## src/include/fft_params.svh

```systemverilog
`ifndef FFT_PARAMS_SVH
`define FFT_PARAMS_SVH

//////////////////////////////
// transform size
//////////////////////////////

// log2 of the point count
`define FFT_LOG2N 3
// point count
`define FFT_N (1 << `FFT_LOG2N)

//////////////////////////////
// arithmetic widths
//////////////////////////////

// one I or Q component of a sample
`define FFT_DW 16
// twiddle component width
`define FFT_TW 16
// twiddles are Q1.14
`define FFT_FRAC 14

`endif
```

## src/logic/fft_pkg.sv

```systemverilog
`default_nettype none

`include "fft_params.svh"

package fft_pkg;

    // one signed I or Q value
    typedef logic signed [`FFT_DW-1:0] sampleT;

    // complex sample, real part in the upper half
    typedef struct packed {
        sampleT re;
        sampleT im;
    } cplxT;

    // frame memory index
    typedef logic [`FFT_LOG2N-1:0] addrT;
    // stage number
    typedef logic [$clog2(`FFT_LOG2N + 1)-1:0] stageT;
    // one signed Q1.14 twiddle component
    typedef logic signed [`FFT_TW-1:0] twiddleT;
    // index into the half-size twiddle table
    typedef logic [`FFT_LOG2N-2:0] twIdxT;

    typedef enum logic [2:0] {IDLE, LOAD, COMPUTE, DRAIN, UNLOAD} fftStateT;

    // butterfly issue from the counter
    typedef struct packed {
        logic  issue;
        addrT  addrA;
        addrT  addrB;
        twIdxT twIdx;
    } bflyReqT;

    // butterfly result back to memory
    typedef struct packed {
        logic write;
        addrT addrA;
        addrT addrB;
        cplxT resA;
        cplxT resB;
    } bflyResT;

endpackage

`default_nettype wire

```

## src/logic/fft_core.sv

```systemverilog
`timescale 1ns/1ns
`default_nettype none

`include "fft_params.svh"

module fft_core
(
    input  wire logic          clk,
    input  wire logic          reset_i,
    input  wire logic          in_valid_i,
    input  wire fft_pkg::cplxT in_sample_i,
    input  wire logic          out_ready_i,
    output logic               in_ready_o,
    output logic               out_valid_o,
    output fft_pkg::cplxT      out_sample_o,
    output logic               out_last_o
);
    import fft_pkg::*;

    fftStateT state;
    logic     inFire;
    logic     outFire;
    logic     loadDone;
    logic     stageDone;
    logic     drainDone;
    logic     lastStage;
    logic     unloadDone;
    addrT     loadAddr;
    addrT     unloadAddr;
    bflyReqT  req;
    bflyResT  res;
    cplxT     rdA;
    cplxT     rdB;
    cplxT     unloadData;
    logic     unloadPrimed;
    logic     loadOut;

    // input only while a frame is being collected
    assign in_ready_o = (state == IDLE) || (state == LOAD);
    assign inFire     = in_valid_i && in_ready_o;
    assign outFire    = out_valid_o && out_ready_i;

    fft_ctrl ctrl0 (
        .clk          (clk),
        .reset_i      (reset_i),
        .loadDone_i   (loadDone),
        .stageDone_i  (stageDone),
        .drainDone_i  (drainDone),
        .lastStage_i  (lastStage),
        .unloadDone_i (unloadDone),
        .state_o      (state)
    );

    fft_addr_counter cnt0 (
        .clk          (clk),
        .reset_i      (reset_i),
        .state_i      (state),
        .inFire_i     (inFire),
        .outFire_i    (outFire),
        .loadDone_o   (loadDone),
        .stageDone_o  (stageDone),
        .drainDone_o  (drainDone),
        .lastStage_o  (lastStage),
        .unloadDone_o (unloadDone),
        .loadAddr_o   (loadAddr),
        .unloadAddr_o (unloadAddr),
        .req_o        (req)
    );

    fft_sample_ram ram0 (
        .clk          (clk),
        .inFire_i     (inFire),
        .loadAddr_i   (loadAddr),
        .in_sample_i  (in_sample_i),
        .req_i        (req),
        .res_i        (res),
        .unloadAddr_i (unloadAddr),
        .rdA_o        (rdA),
        .rdB_o        (rdB),
        .unloadData_o (unloadData)
    );

    fft_butterfly bfly0 (
        .clk     (clk),
        .reset_i (reset_i),
        .req_i   (req),
        .a_i     (rdA),
        .b_i     (rdB),
        .res_o   (res)
    );

    //////////////////////////////
    // output holding register
    //////////////////////////////

    // read data matches the unload index once a full unload cycle has passed
    assign loadOut = (state == UNLOAD) && unloadPrimed && !out_valid_o;

    always_ff @(posedge clk)
    begin
        if (reset_i)
        begin
            unloadPrimed <= 1'b0;
            out_valid_o  <= 1'b0;
            out_last_o   <= 1'b0;
        end
        else
        begin
            unloadPrimed <= (state == UNLOAD);
            if (outFire)
            begin
                out_valid_o <= 1'b0;
                out_last_o  <= 1'b0;
            end
            else if (loadOut)
            begin
                out_valid_o <= 1'b1;
                out_last_o  <= (unloadAddr == addrT'(`FFT_N - 1));
            end
        end
    end

    // payload only
    always_ff @(posedge clk)
    begin
        if (loadOut)
            out_sample_o <= unloadData;
    end

    // the last flag agrees with the unload count on every transfer
    lastAtFinalBin: assert property (@(posedge clk) disable iff (reset_i)
        outFire |-> (out_last_o == unloadDone));

endmodule

`default_nettype wire

```

## src/logic/fft_butterfly.sv

```systemverilog
`timescale 1ns/1ns
`default_nettype none

`include "fft_params.svh"

module fft_butterfly
(
    input  wire logic             clk,
    input  wire logic             reset_i,
    input  wire fft_pkg::bflyReqT req_i,
    input  wire fft_pkg::cplxT    a_i,
    input  wire fft_pkg::cplxT    b_i,
    output fft_pkg::bflyResT      res_o
);
    import fft_pkg::*;

    // W_k = cos(2pi k/8) - j sin(2pi k/8) in Q1.14
    localparam twiddleT twReTable [4] = '{16'sd16384, 16'sd11585, 16'sd0, -16'sd11585};
    localparam twiddleT twImTable [4] = '{16'sd0, -16'sd11585, -16'sd16384, -16'sd11585};

    bflyReqT                          reqD1;
    bflyReqT                          reqD2;
    twiddleT                          twRe;
    twiddleT                          twIm;
    sampleT                           bRe;
    sampleT                           bIm;
    logic signed [`FFT_DW+`FFT_TW-1:0] prodRR;
    logic signed [`FFT_DW+`FFT_TW-1:0] prodII;
    logic signed [`FFT_DW+`FFT_TW-1:0] prodRI;
    logic signed [`FFT_DW+`FFT_TW-1:0] prodIR;
    cplxT                             tProd;
    cplxT                             tReg;
    cplxT                             aReg;
    sampleT                           sumRe;
    sampleT                           sumIm;
    sampleT                           difRe;
    sampleT                           difIm;

    //////////////////////////////
    // stage 1 twiddle multiply
    //////////////////////////////

    // reqD1 lines up with the memory read data
    always_comb
    begin
        twRe   = twReTable[reqD1.twIdx];
        twIm   = twImTable[reqD1.twIdx];
        bRe    = b_i.re;
        bIm    = b_i.im;
        prodRR = bRe * twRe;
        prodII = bIm * twIm;
        prodRI = bRe * twIm;
        prodIR = bIm * twRe;
        // each product drops its fraction before the sum
        tProd.re = sampleT'(prodRR >>> `FFT_FRAC) - sampleT'(prodII >>> `FFT_FRAC);
        tProd.im = sampleT'(prodRI >>> `FFT_FRAC) + sampleT'(prodIR >>> `FFT_FRAC);
    end

    // addresses ride along with the data
    // only the issue bits are cleared on reset
    always_ff @(posedge clk)
    begin
        reqD1 <= req_i;
        reqD2 <= reqD1;
        tReg  <= tProd;
        aReg  <= a_i;
        if (reset_i)
        begin
            reqD1.issue <= 1'b0;
            reqD2.issue <= 1'b0;
        end
    end

    //////////////////////////////
    // stage 2 halved sum and difference
    //////////////////////////////

    // 16 bit wrap then floor halving
    always_comb
    begin
        sumRe = aReg.re + tReg.re;
        sumIm = aReg.im + tReg.im;
        difRe = aReg.re - tReg.re;
        difIm = aReg.im - tReg.im;
        res_o.write   = reqD2.issue;
        res_o.addrA   = reqD2.addrA;
        res_o.addrB   = reqD2.addrB;
        res_o.resA.re = sumRe >>> 1;
        res_o.resA.im = sumIm >>> 1;
        res_o.resB.re = difRe >>> 1;
        res_o.resB.im = difIm >>> 1;
    end

endmodule

`default_nettype wire

```

## src/logic/fft_sample_ram.sv

```systemverilog
`timescale 1ns/1ns
`default_nettype none

`include "fft_params.svh"

module fft_sample_ram
(
    input  wire logic             clk,
    input  wire logic             inFire_i,
    input  wire fft_pkg::addrT    loadAddr_i,
    input  wire fft_pkg::cplxT    in_sample_i,
    input  wire fft_pkg::bflyReqT req_i,
    input  wire fft_pkg::bflyResT res_i,
    input  wire fft_pkg::addrT    unloadAddr_i,
    output fft_pkg::cplxT         rdA_o,
    output fft_pkg::cplxT         rdB_o,
    output fft_pkg::cplxT         unloadData_o
);
    import fft_pkg::*;

    // one frame, transformed in place
    cplxT mem [`FFT_N];
    addrT revAddr;

    // bit reversed load order
    // so the stages finish in natural order
    always_comb
    begin
        for (int i = 0; i < `FFT_LOG2N; i++)
            revAddr[i] = loadAddr_i[`FFT_LOG2N - 1 - i];
    end

    //////////////////////////////
    // write ports
    //////////////////////////////

    // load and butterfly writes never overlap in time
    always_ff @(posedge clk)
    begin
        if (inFire_i)
            mem[revAddr] <= in_sample_i;
        if (res_i.write)
        begin
            mem[res_i.addrA] <= res_i.resA;
            mem[res_i.addrB] <= res_i.resB;
        end
    end

    //////////////////////////////
    // read ports
    //////////////////////////////

    // registered reads
    // data shows up the cycle after the address
    always_ff @(posedge clk)
    begin
        if (req_i.issue)
        begin
            rdA_o <= mem[req_i.addrA];
            rdB_o <= mem[req_i.addrB];
        end
        unloadData_o <= mem[unloadAddr_i];
    end

endmodule

`default_nettype wire

```

## src/logic/fft_addr_counter.sv

```systemverilog
`timescale 1ns/1ns
`default_nettype none

`include "fft_params.svh"

module fft_addr_counter
(
    input  wire logic               clk,
    input  wire logic               reset_i,
    input  wire fft_pkg::fftStateT  state_i,
    input  wire logic               inFire_i,
    input  wire logic               outFire_i,
    output logic                    loadDone_o,
    output logic                    stageDone_o,
    output logic                    drainDone_o,
    output logic                    lastStage_o,
    output logic                    unloadDone_o,
    output fft_pkg::addrT           loadAddr_o,
    output fft_pkg::addrT           unloadAddr_o,
    output fft_pkg::bflyReqT        req_o
);
    import fft_pkg::*;

    addrT                  loadCnt;
    addrT                  unloadCnt;
    logic [`FFT_LOG2N-2:0] bflyCnt;
    stageT                 stage;
    logic                  drainCnt;
    addrT                  kExt;
    addrT                  lowMask;
    addrT                  addrA;

    // end of phase pulses
    assign loadDone_o   = inFire_i && (loadCnt == addrT'(`FFT_N - 1));
    assign stageDone_o  = (state_i == COMPUTE) && (&bflyCnt);
    assign drainDone_o  = (state_i == DRAIN) && drainCnt;
    assign lastStage_o  = (stage == stageT'(`FFT_LOG2N - 1));
    assign unloadDone_o = outFire_i && (unloadCnt == addrT'(`FFT_N - 1));

    assign loadAddr_o = loadCnt;
    // look one bin ahead on a transfer so the read lands in time
    assign unloadAddr_o = outFire_i ? unloadCnt + 1'b1 : unloadCnt;

    // every counter wraps to zero at the end of its phase
    always_ff @(posedge clk)
    begin
        if (reset_i)
        begin
            loadCnt   <= '0;
            unloadCnt <= '0;
            bflyCnt   <= '0;
            stage     <= '0;
            drainCnt  <= 1'b0;
        end
        else
        begin
            if (inFire_i)
                loadCnt <= loadCnt + 1'b1;
            if (state_i == COMPUTE)
                bflyCnt <= bflyCnt + 1'b1;
            if (state_i == DRAIN)
                drainCnt <= ~drainCnt;
            if (drainDone_o)
                stage <= lastStage_o ? '0 : stage + 1'b1;
            if (outFire_i)
                unloadCnt <= unloadCnt + 1'b1;
        end
    end

    //////////////////////////////
    // DIT pair addressing
    //////////////////////////////

    // span is 1 << stage
    // addrA inserts a zero bit at position stage into the butterfly index
    // twiddle step halves as the span doubles
    always_comb
    begin
        kExt        = addrT'(bflyCnt);
        lowMask     = addrT'((1 << stage) - 1);
        addrA       = ((kExt & ~lowMask) << 1) | (kExt & lowMask);
        req_o.issue = (state_i == COMPUTE);
        req_o.addrA = addrA;
        req_o.addrB = addrA | addrT'(1 << stage);
        req_o.twIdx = twIdxT'((kExt & lowMask) << (`FFT_LOG2N - 1 - stage));
    end

    // drain starts right after the fourth butterfly of a stage
    stageAligned: assert property (@(posedge clk) disable iff (reset_i)
        (state_i == DRAIN) |-> (bflyCnt == '0));

endmodule

`default_nettype wire

```

## src/logic/fft_ctrl.sv

```systemverilog
`timescale 1ns/1ns
`default_nettype none

module fft_ctrl
(
    input  wire logic         clk,
    input  wire logic         reset_i,
    input  wire logic         loadDone_i,
    input  wire logic         stageDone_i,
    input  wire logic         drainDone_i,
    input  wire logic         lastStage_i,
    input  wire logic         unloadDone_i,
    output fft_pkg::fftStateT state_o
);
    import fft_pkg::*;

    fftStateT nextState;

    //////////////////////////////
    // phase sequencing
    //////////////////////////////

    always_comb
    begin
        nextState = state_o;
        case (state_o)
            // ready is already up in idle
            // so the eighth sample may land in either state
            IDLE, LOAD:
            begin
                if (loadDone_i)
                    nextState = COMPUTE;
                else
                    nextState = LOAD;
            end
            // four butterflies per stage
            COMPUTE:
            begin
                if (stageDone_i)
                    nextState = DRAIN;
            end
            // wait for the two in-flight results to land
            DRAIN:
            begin
                if (drainDone_i)
                begin
                    if (lastStage_i)
                        nextState = UNLOAD;
                    else
                        nextState = COMPUTE;
                end
            end
            // leave only on the last accepted bin
            UNLOAD:
            begin
                if (unloadDone_i)
                    nextState = IDLE;
            end
            default:
            begin
                nextState = IDLE;
            end
        endcase
    end

    always_ff @(posedge clk)
    begin
        if (reset_i)
            state_o <= IDLE;
        else
            state_o <= nextState;
    end

    //////////////////////////////
    // checks
    //////////////////////////////

    // the final bin is only ever taken while unloading
    unloadDoneInPhase: assert property (@(posedge clk) disable iff (reset_i)
        unloadDone_i |-> (state_o == UNLOAD));

endmodule

`default_nettype wire

```

## config.mk

```make
export PLATFORM = sky130hd
export DESIGN_NAME = fft_core
export DESIGN_NICKNAME = d
export VERILOG_FILES = /design/src/logic/fft_pkg.sv /design/src/logic/fft_core.sv /design/src/logic/fft_butterfly.sv /design/src/logic/fft_sample_ram.sv /design/src/logic/fft_addr_counter.sv /design/src/logic/fft_ctrl.sv
export VERILOG_INCLUDE_DIRS = /design/src /design/src/include
export SDC_FILE = /design/constraint.sdc
export NUM_CORES = 2
export LEC_CHECK = 0
export BUFFER_PORTS_ARGS = -buffer_cell sky130_fd_sc_hd__buf_2
export CAP_MARGIN = 20
export CORE_MARGIN = 4
export CORE_UTILIZATION = 44
export DETAILED_ROUTE_END_ITERATION = 8
export HOLD_SLACK_MARGIN = 0.12
export SETUP_SLACK_MARGIN = 0.3
export SLEW_MARGIN = 20
export SYNTH_ARGS = -nofsm -noshare
export SYNTH_HDL_FRONTEND = slang
export SYNTH_SLANG_ARGS = --single-unit
```

## constraint.sdc

```tcl
create_clock -name clk -period 8.15 [get_ports clk]
set_input_delay 0.4075 -clock clk [delete_from_list [all_inputs] [get_ports clk]]
set_output_delay 0.4075 -clock clk [all_outputs]
set_load 0.03 [all_outputs]
```

==> impl_metrics.sql <==
INSERT INTO impl_metrics (metric_group, metric, value, unit) VALUES
('run_status', 'outcome', 'finished, final reports clean', ''),
('pwr', 'power_density', '88.3', 'nW/µm²'),
('critical_path', 'cp.arrival', '8.20', 'ns'),
('yosys', 'netlist.top_cell.by_area', 'fa_1', ''),
('cells_and_area', 'post_route_cells_drive_above_1_share', '0.145', ''),
('timing', 'clock.fmax', '130', 'MHz'),
('cells_and_area', 'finalNetCount', '7355', ''),
('grt', 'antenna_found_initial', '22', ''),
('clock_tree', 'ctsHtreeMaxLevel', '2', ''),
('detailed_routing', 'drc_errors', '0', ''),
('timing', 'tns', '0', 'ns'),
('cells_and_area', 'area_growth', '12.3', '%'),
('clock_tree', 'cts_buffer_depth', '3', ''),
('yosys', 'seq_area_frac_synth', '0.229', ''),
('detailed_routing', 'ant_nets', '0', ''),
('critical_path', 'worst_r2r_startpoint', 'bfly0.reqD1[1]', ''),
('clock_tree', 'cts-buffers-inserted', '57', ''),
('yosys', 'synth_edf_count', '352', ''),
('timing', 'hold_viol_final', '0', ''),
('critical_path', 'slowest_delay', '0.57', 'ns'),
('yosys', 'synth-seq-cells', '481', ''),
('timing', 'timing.final.setup_violations', '0', ''),
('yosys', 'synthTopCellsByArea', 'fa_1 (25%), edfxtp_1 (18%), ha_1 (12%), inv_1 (7.1%), mux4_2 (5.0%)', ''),
('flow_run', 'max-cap-violations', '0', ''),
('critical_path', 'cp.depth', '35', ''),
('floorplanning', 'core_area', '129000', 'µm²'),
('grt', 'grt_start_max_net_pins', '76', ''),
('critical_path', 'cp_data_required_time', '8.65', 'ns'),
('clock_tree', 'clock_sink_count', '481', ''),
('detailed_routing', 'detail_route.vias_per_cell', '5.67', ''),
('hold_path', 'min-delay-start', 'in_valid_i', ''),
('critical_path', 'path_max_fanout', '7', ''),
('pwr', 'vdd_ir_drop_max', '0.136', 'mV'),
('critical_path', 'critPathLaunchType', 'register', ''),
('critical_path', 'timing.reg2reg.setup_slack', '0.46', 'ns'),
('grt', 'grt_pass1_vias', '45118', ''),
('critical_path', 'end_kind', 'register', ''),
('timing', 'worst_hold_slack', '0.157', 'ns'),
('detailed_routing', 'detail_route.iter0.violations', '4130', ''),
('detailed_routing', 'drt_pre_antenna_iters', '7', ''),
('clock_tree', 'clk_latency', '0.65', 'ns'),
('yosys', 'synth_area', '57400', 'µm²'),
('timing', 'timing.max_slew.rel_slack', '0.222', ''),
('floorplanning', 'die-height', '369', 'µm'),
('yosys', 'syn_area_per_cell', '9.67', 'µm²'),
('place', 'globalplace.congestion', '0.924', ''),
('clock_tree', 'cts_root_buf', 'clkbuf_16', ''),
('yosys', 'yosys_warnings', '0', ''),
('place', 'pre_cts_slack', '-0.0603', 'ns'),
('timing', 'min_period', '7.69', 'ns'),
('place', 'detailed_placement_hpwl', '130000', 'µm'),
('critical_path', 'crit_buf_inv', '7', ''),
('timing', 'rsz_0062_raised_after_global_routing', 'yes', ''),
('critical_path', 'timing.setup.critical_path_class', 'register to register', ''),
('grt', 'grt.overflow.total', '0', ''),
('critical_path', 'reg2reg_to', 'bfly0.tReg[31]', ''),
('hold_path', 'holdPathEnd', 'ctrl0.state_o[0]', ''),
('clock_tree', 'clkTransAtPathRegs', '0.07', 'ns'),
('detailed_routing', 'vias', '44594', ''),
('cells_and_area', 'cell_area_after_layout', '64400', 'µm²'),
('grt', 'grt_first_pass_wirelength', '276000', 'µm'),
('timing', 'layout_worst_path_cycle_share', '0.944', ''),
('hold_path', 'hold_path_depth', '4', ''),
('floorplanning', 'floorplan.initialDensity', '0.443', ''),
('timing', 'worst-slew-pin-transition', '1.17', 'ns'),
('timing', 'finalWorstSetupSlack', '0.457', 'ns'),
('timing', 'fin_skew', '0.0293', 'ns'),
('yosys', 'netlist_instances', '5931', ''),
('place', 'portBuffers', '70', ''),
('detailed_routing', 'routed_wire_length_per_instance', '23.4', 'µm'),
('floorplanning', 'fp-row-count', '132', '');
==> worst reg2reg max path, delay by kind of cell (launching register included) <==
family,cells,cell delay [ns]
adders and majority gates,9,3.81
AOI/OAI and AO/OA,11,1.68
DFF,1,0.37
buffers and inverters,7,0.51
xor gates and xnor gates,2,0.39
and+or+nand+nor,6,0.80
==> Yosys cell counts, types with 8 or more instances <==
cell / number
and2_1: 27
xor2_1: 50
dfxtp_1: 129
buf_1: 36
a31o_2: 8
o211ai_1: 93
nor2_1: 376
and3_1: 12
or3_1: 27
nand2b_1: 44
buf_4: 11
mux4_2: 128
clkbuf_1: 208
mux2i_1: 25
o21a_1: 20
o311ai_0: 20
a21o_1: 58
o21ai_0: 262
a211o_1: 20
nor2b_1: 85
mux2_2: 33
edfxtp_1: 352
fa_1: 706
a31oi_1: 18
nor3_1: 46
nand3_1: 165
a21oi_1: 223
a211oi_1: 49
o21bai_1: 22
buf_2: 24
o22ai_1: 105
nand4_1: 13
nor3b_1: 10
ha_1: 551
o21ai_1: 30
xnor2_1: 160
nand2_1: 577
inv_1: 1090
==> area by class of cell <==
type | count | area [µm²] | share of cell area
Timing Repair Buffer | 359 | 2850 | 0.0443
Antenna cell | 10 | 25.0 | 0.000388
Clock buffer | 78 | 1680 | 0.0261
Multi-Input combinational cell | 4071 | 40100 | 0.622
Tap cell | 1742 | 2180 | 0.0338
Sequential cell | 481 | 13200 | 0.204
Clock inverter | 30 | 293 | 0.00455
Inverter | 1092 | 4130 | 0.0641
==> worst max-delay path by stage <==
stage / startpoint / endpoint / slack, ns
4_1_cts: bfly0.reqD1[0] / bfly0.tReg[15] / 0.28
2_1_floorplan: bfly0.reqD1[0] / bfly0.tReg[31] / 0.27
6_report: bfly0.reqD1[1] / bfly0.tReg[31] / 0.46
3_5_place_dp: bfly0.reqD1[0] / bfly0.tReg[15] / -0.06
5_1_grt: bfly0.reqD1[0] / bfly0.tReg[31] / 0.14
3_3_place_gp: bfly0.reqD1[0] / bfly0.tReg[15] / -0.03
==> metal layers <==
metal,global-route usage,vias to the layer above,share of wire
li1,-,19924,-
met1,0.357,22089,0.40
met2,0.444,2119,0.47
met3,0.0469,460,0.090
met4,0.0940,2,0.043
met5,0,-,0.000076
==> layout by cell type, fill, tap and decap left out, types with 159 or more instances in the layout <==
cell type | synthesis | layout
a21oi_1 | 223 | 202
nor2_1 | 376 | 357
o21ai_0 | 262 | 250
fa_1 | 706 | 693
edfxtp_1 | 352 | 352
inv_1 | 1090 | 1052
nand2_1 | 577 | 538
nand3_1 | 165 | 159
ha_1 | 551 | 531
buf_4 | 11 | 259
==> kinds of logic (layout without fill, tap and decap cells) <==
kind of cell,Yosys count,in the layout,synth area share
other cells,1,12,0.0000654
mux,187,187,0.0613
simple gates,1414,1414,0.109
flops,481,481,0.229
compound gates,997,997,0.109
buf+inv,1380,1559,0.0918
fa+ha+maj,1259,1259,0.367
xor+xnor,212,212,0.0327
==> flip-flops by register name, summed over array words and instances, names as in the netlist, 7 cells and up <==
name / flops
ram0.mem: 256
ram0.unloadData_o: 32
bfly0.aReg: 32
out_sample_o: 32
ram0.rdB_o: 32
bfly0.reqD1: 9
bfly0.tReg: 32
bfly0.res_o: 7
ram0.rdA_o: 32
==> through the flow <==
| step | cells | power (mW) |
|---|---|---|
| floorplan | 5932 | 2.95 |
| global placement | 7674 | 3.04 |
| finish | 7863 | 5.69 |
| global route | 7855 | 5.84 |
| CTS | 7795 | 5.72 |
| detailed placement | 7674 | 3.04 |
==> where the power goes <==
part	internal, mW	switching [mW]	total, mW
combinational	0.119	0.168	0.288
clock	1.55	1.14	2.69
sequential	2.68	0.0310	2.71
total	4.35	1.34	5.69
==> what timing repair did <==
item	CTS	global route
gates resized for setup	35	207
pin swaps	6	96
hold buffers	1	0
cloned	4	2
setup endpoints to repair	9	15
buffers inserted	8	55
hold endpoints to repair	3	0
No activity file was read; power rests on OpenSTA's default activity.
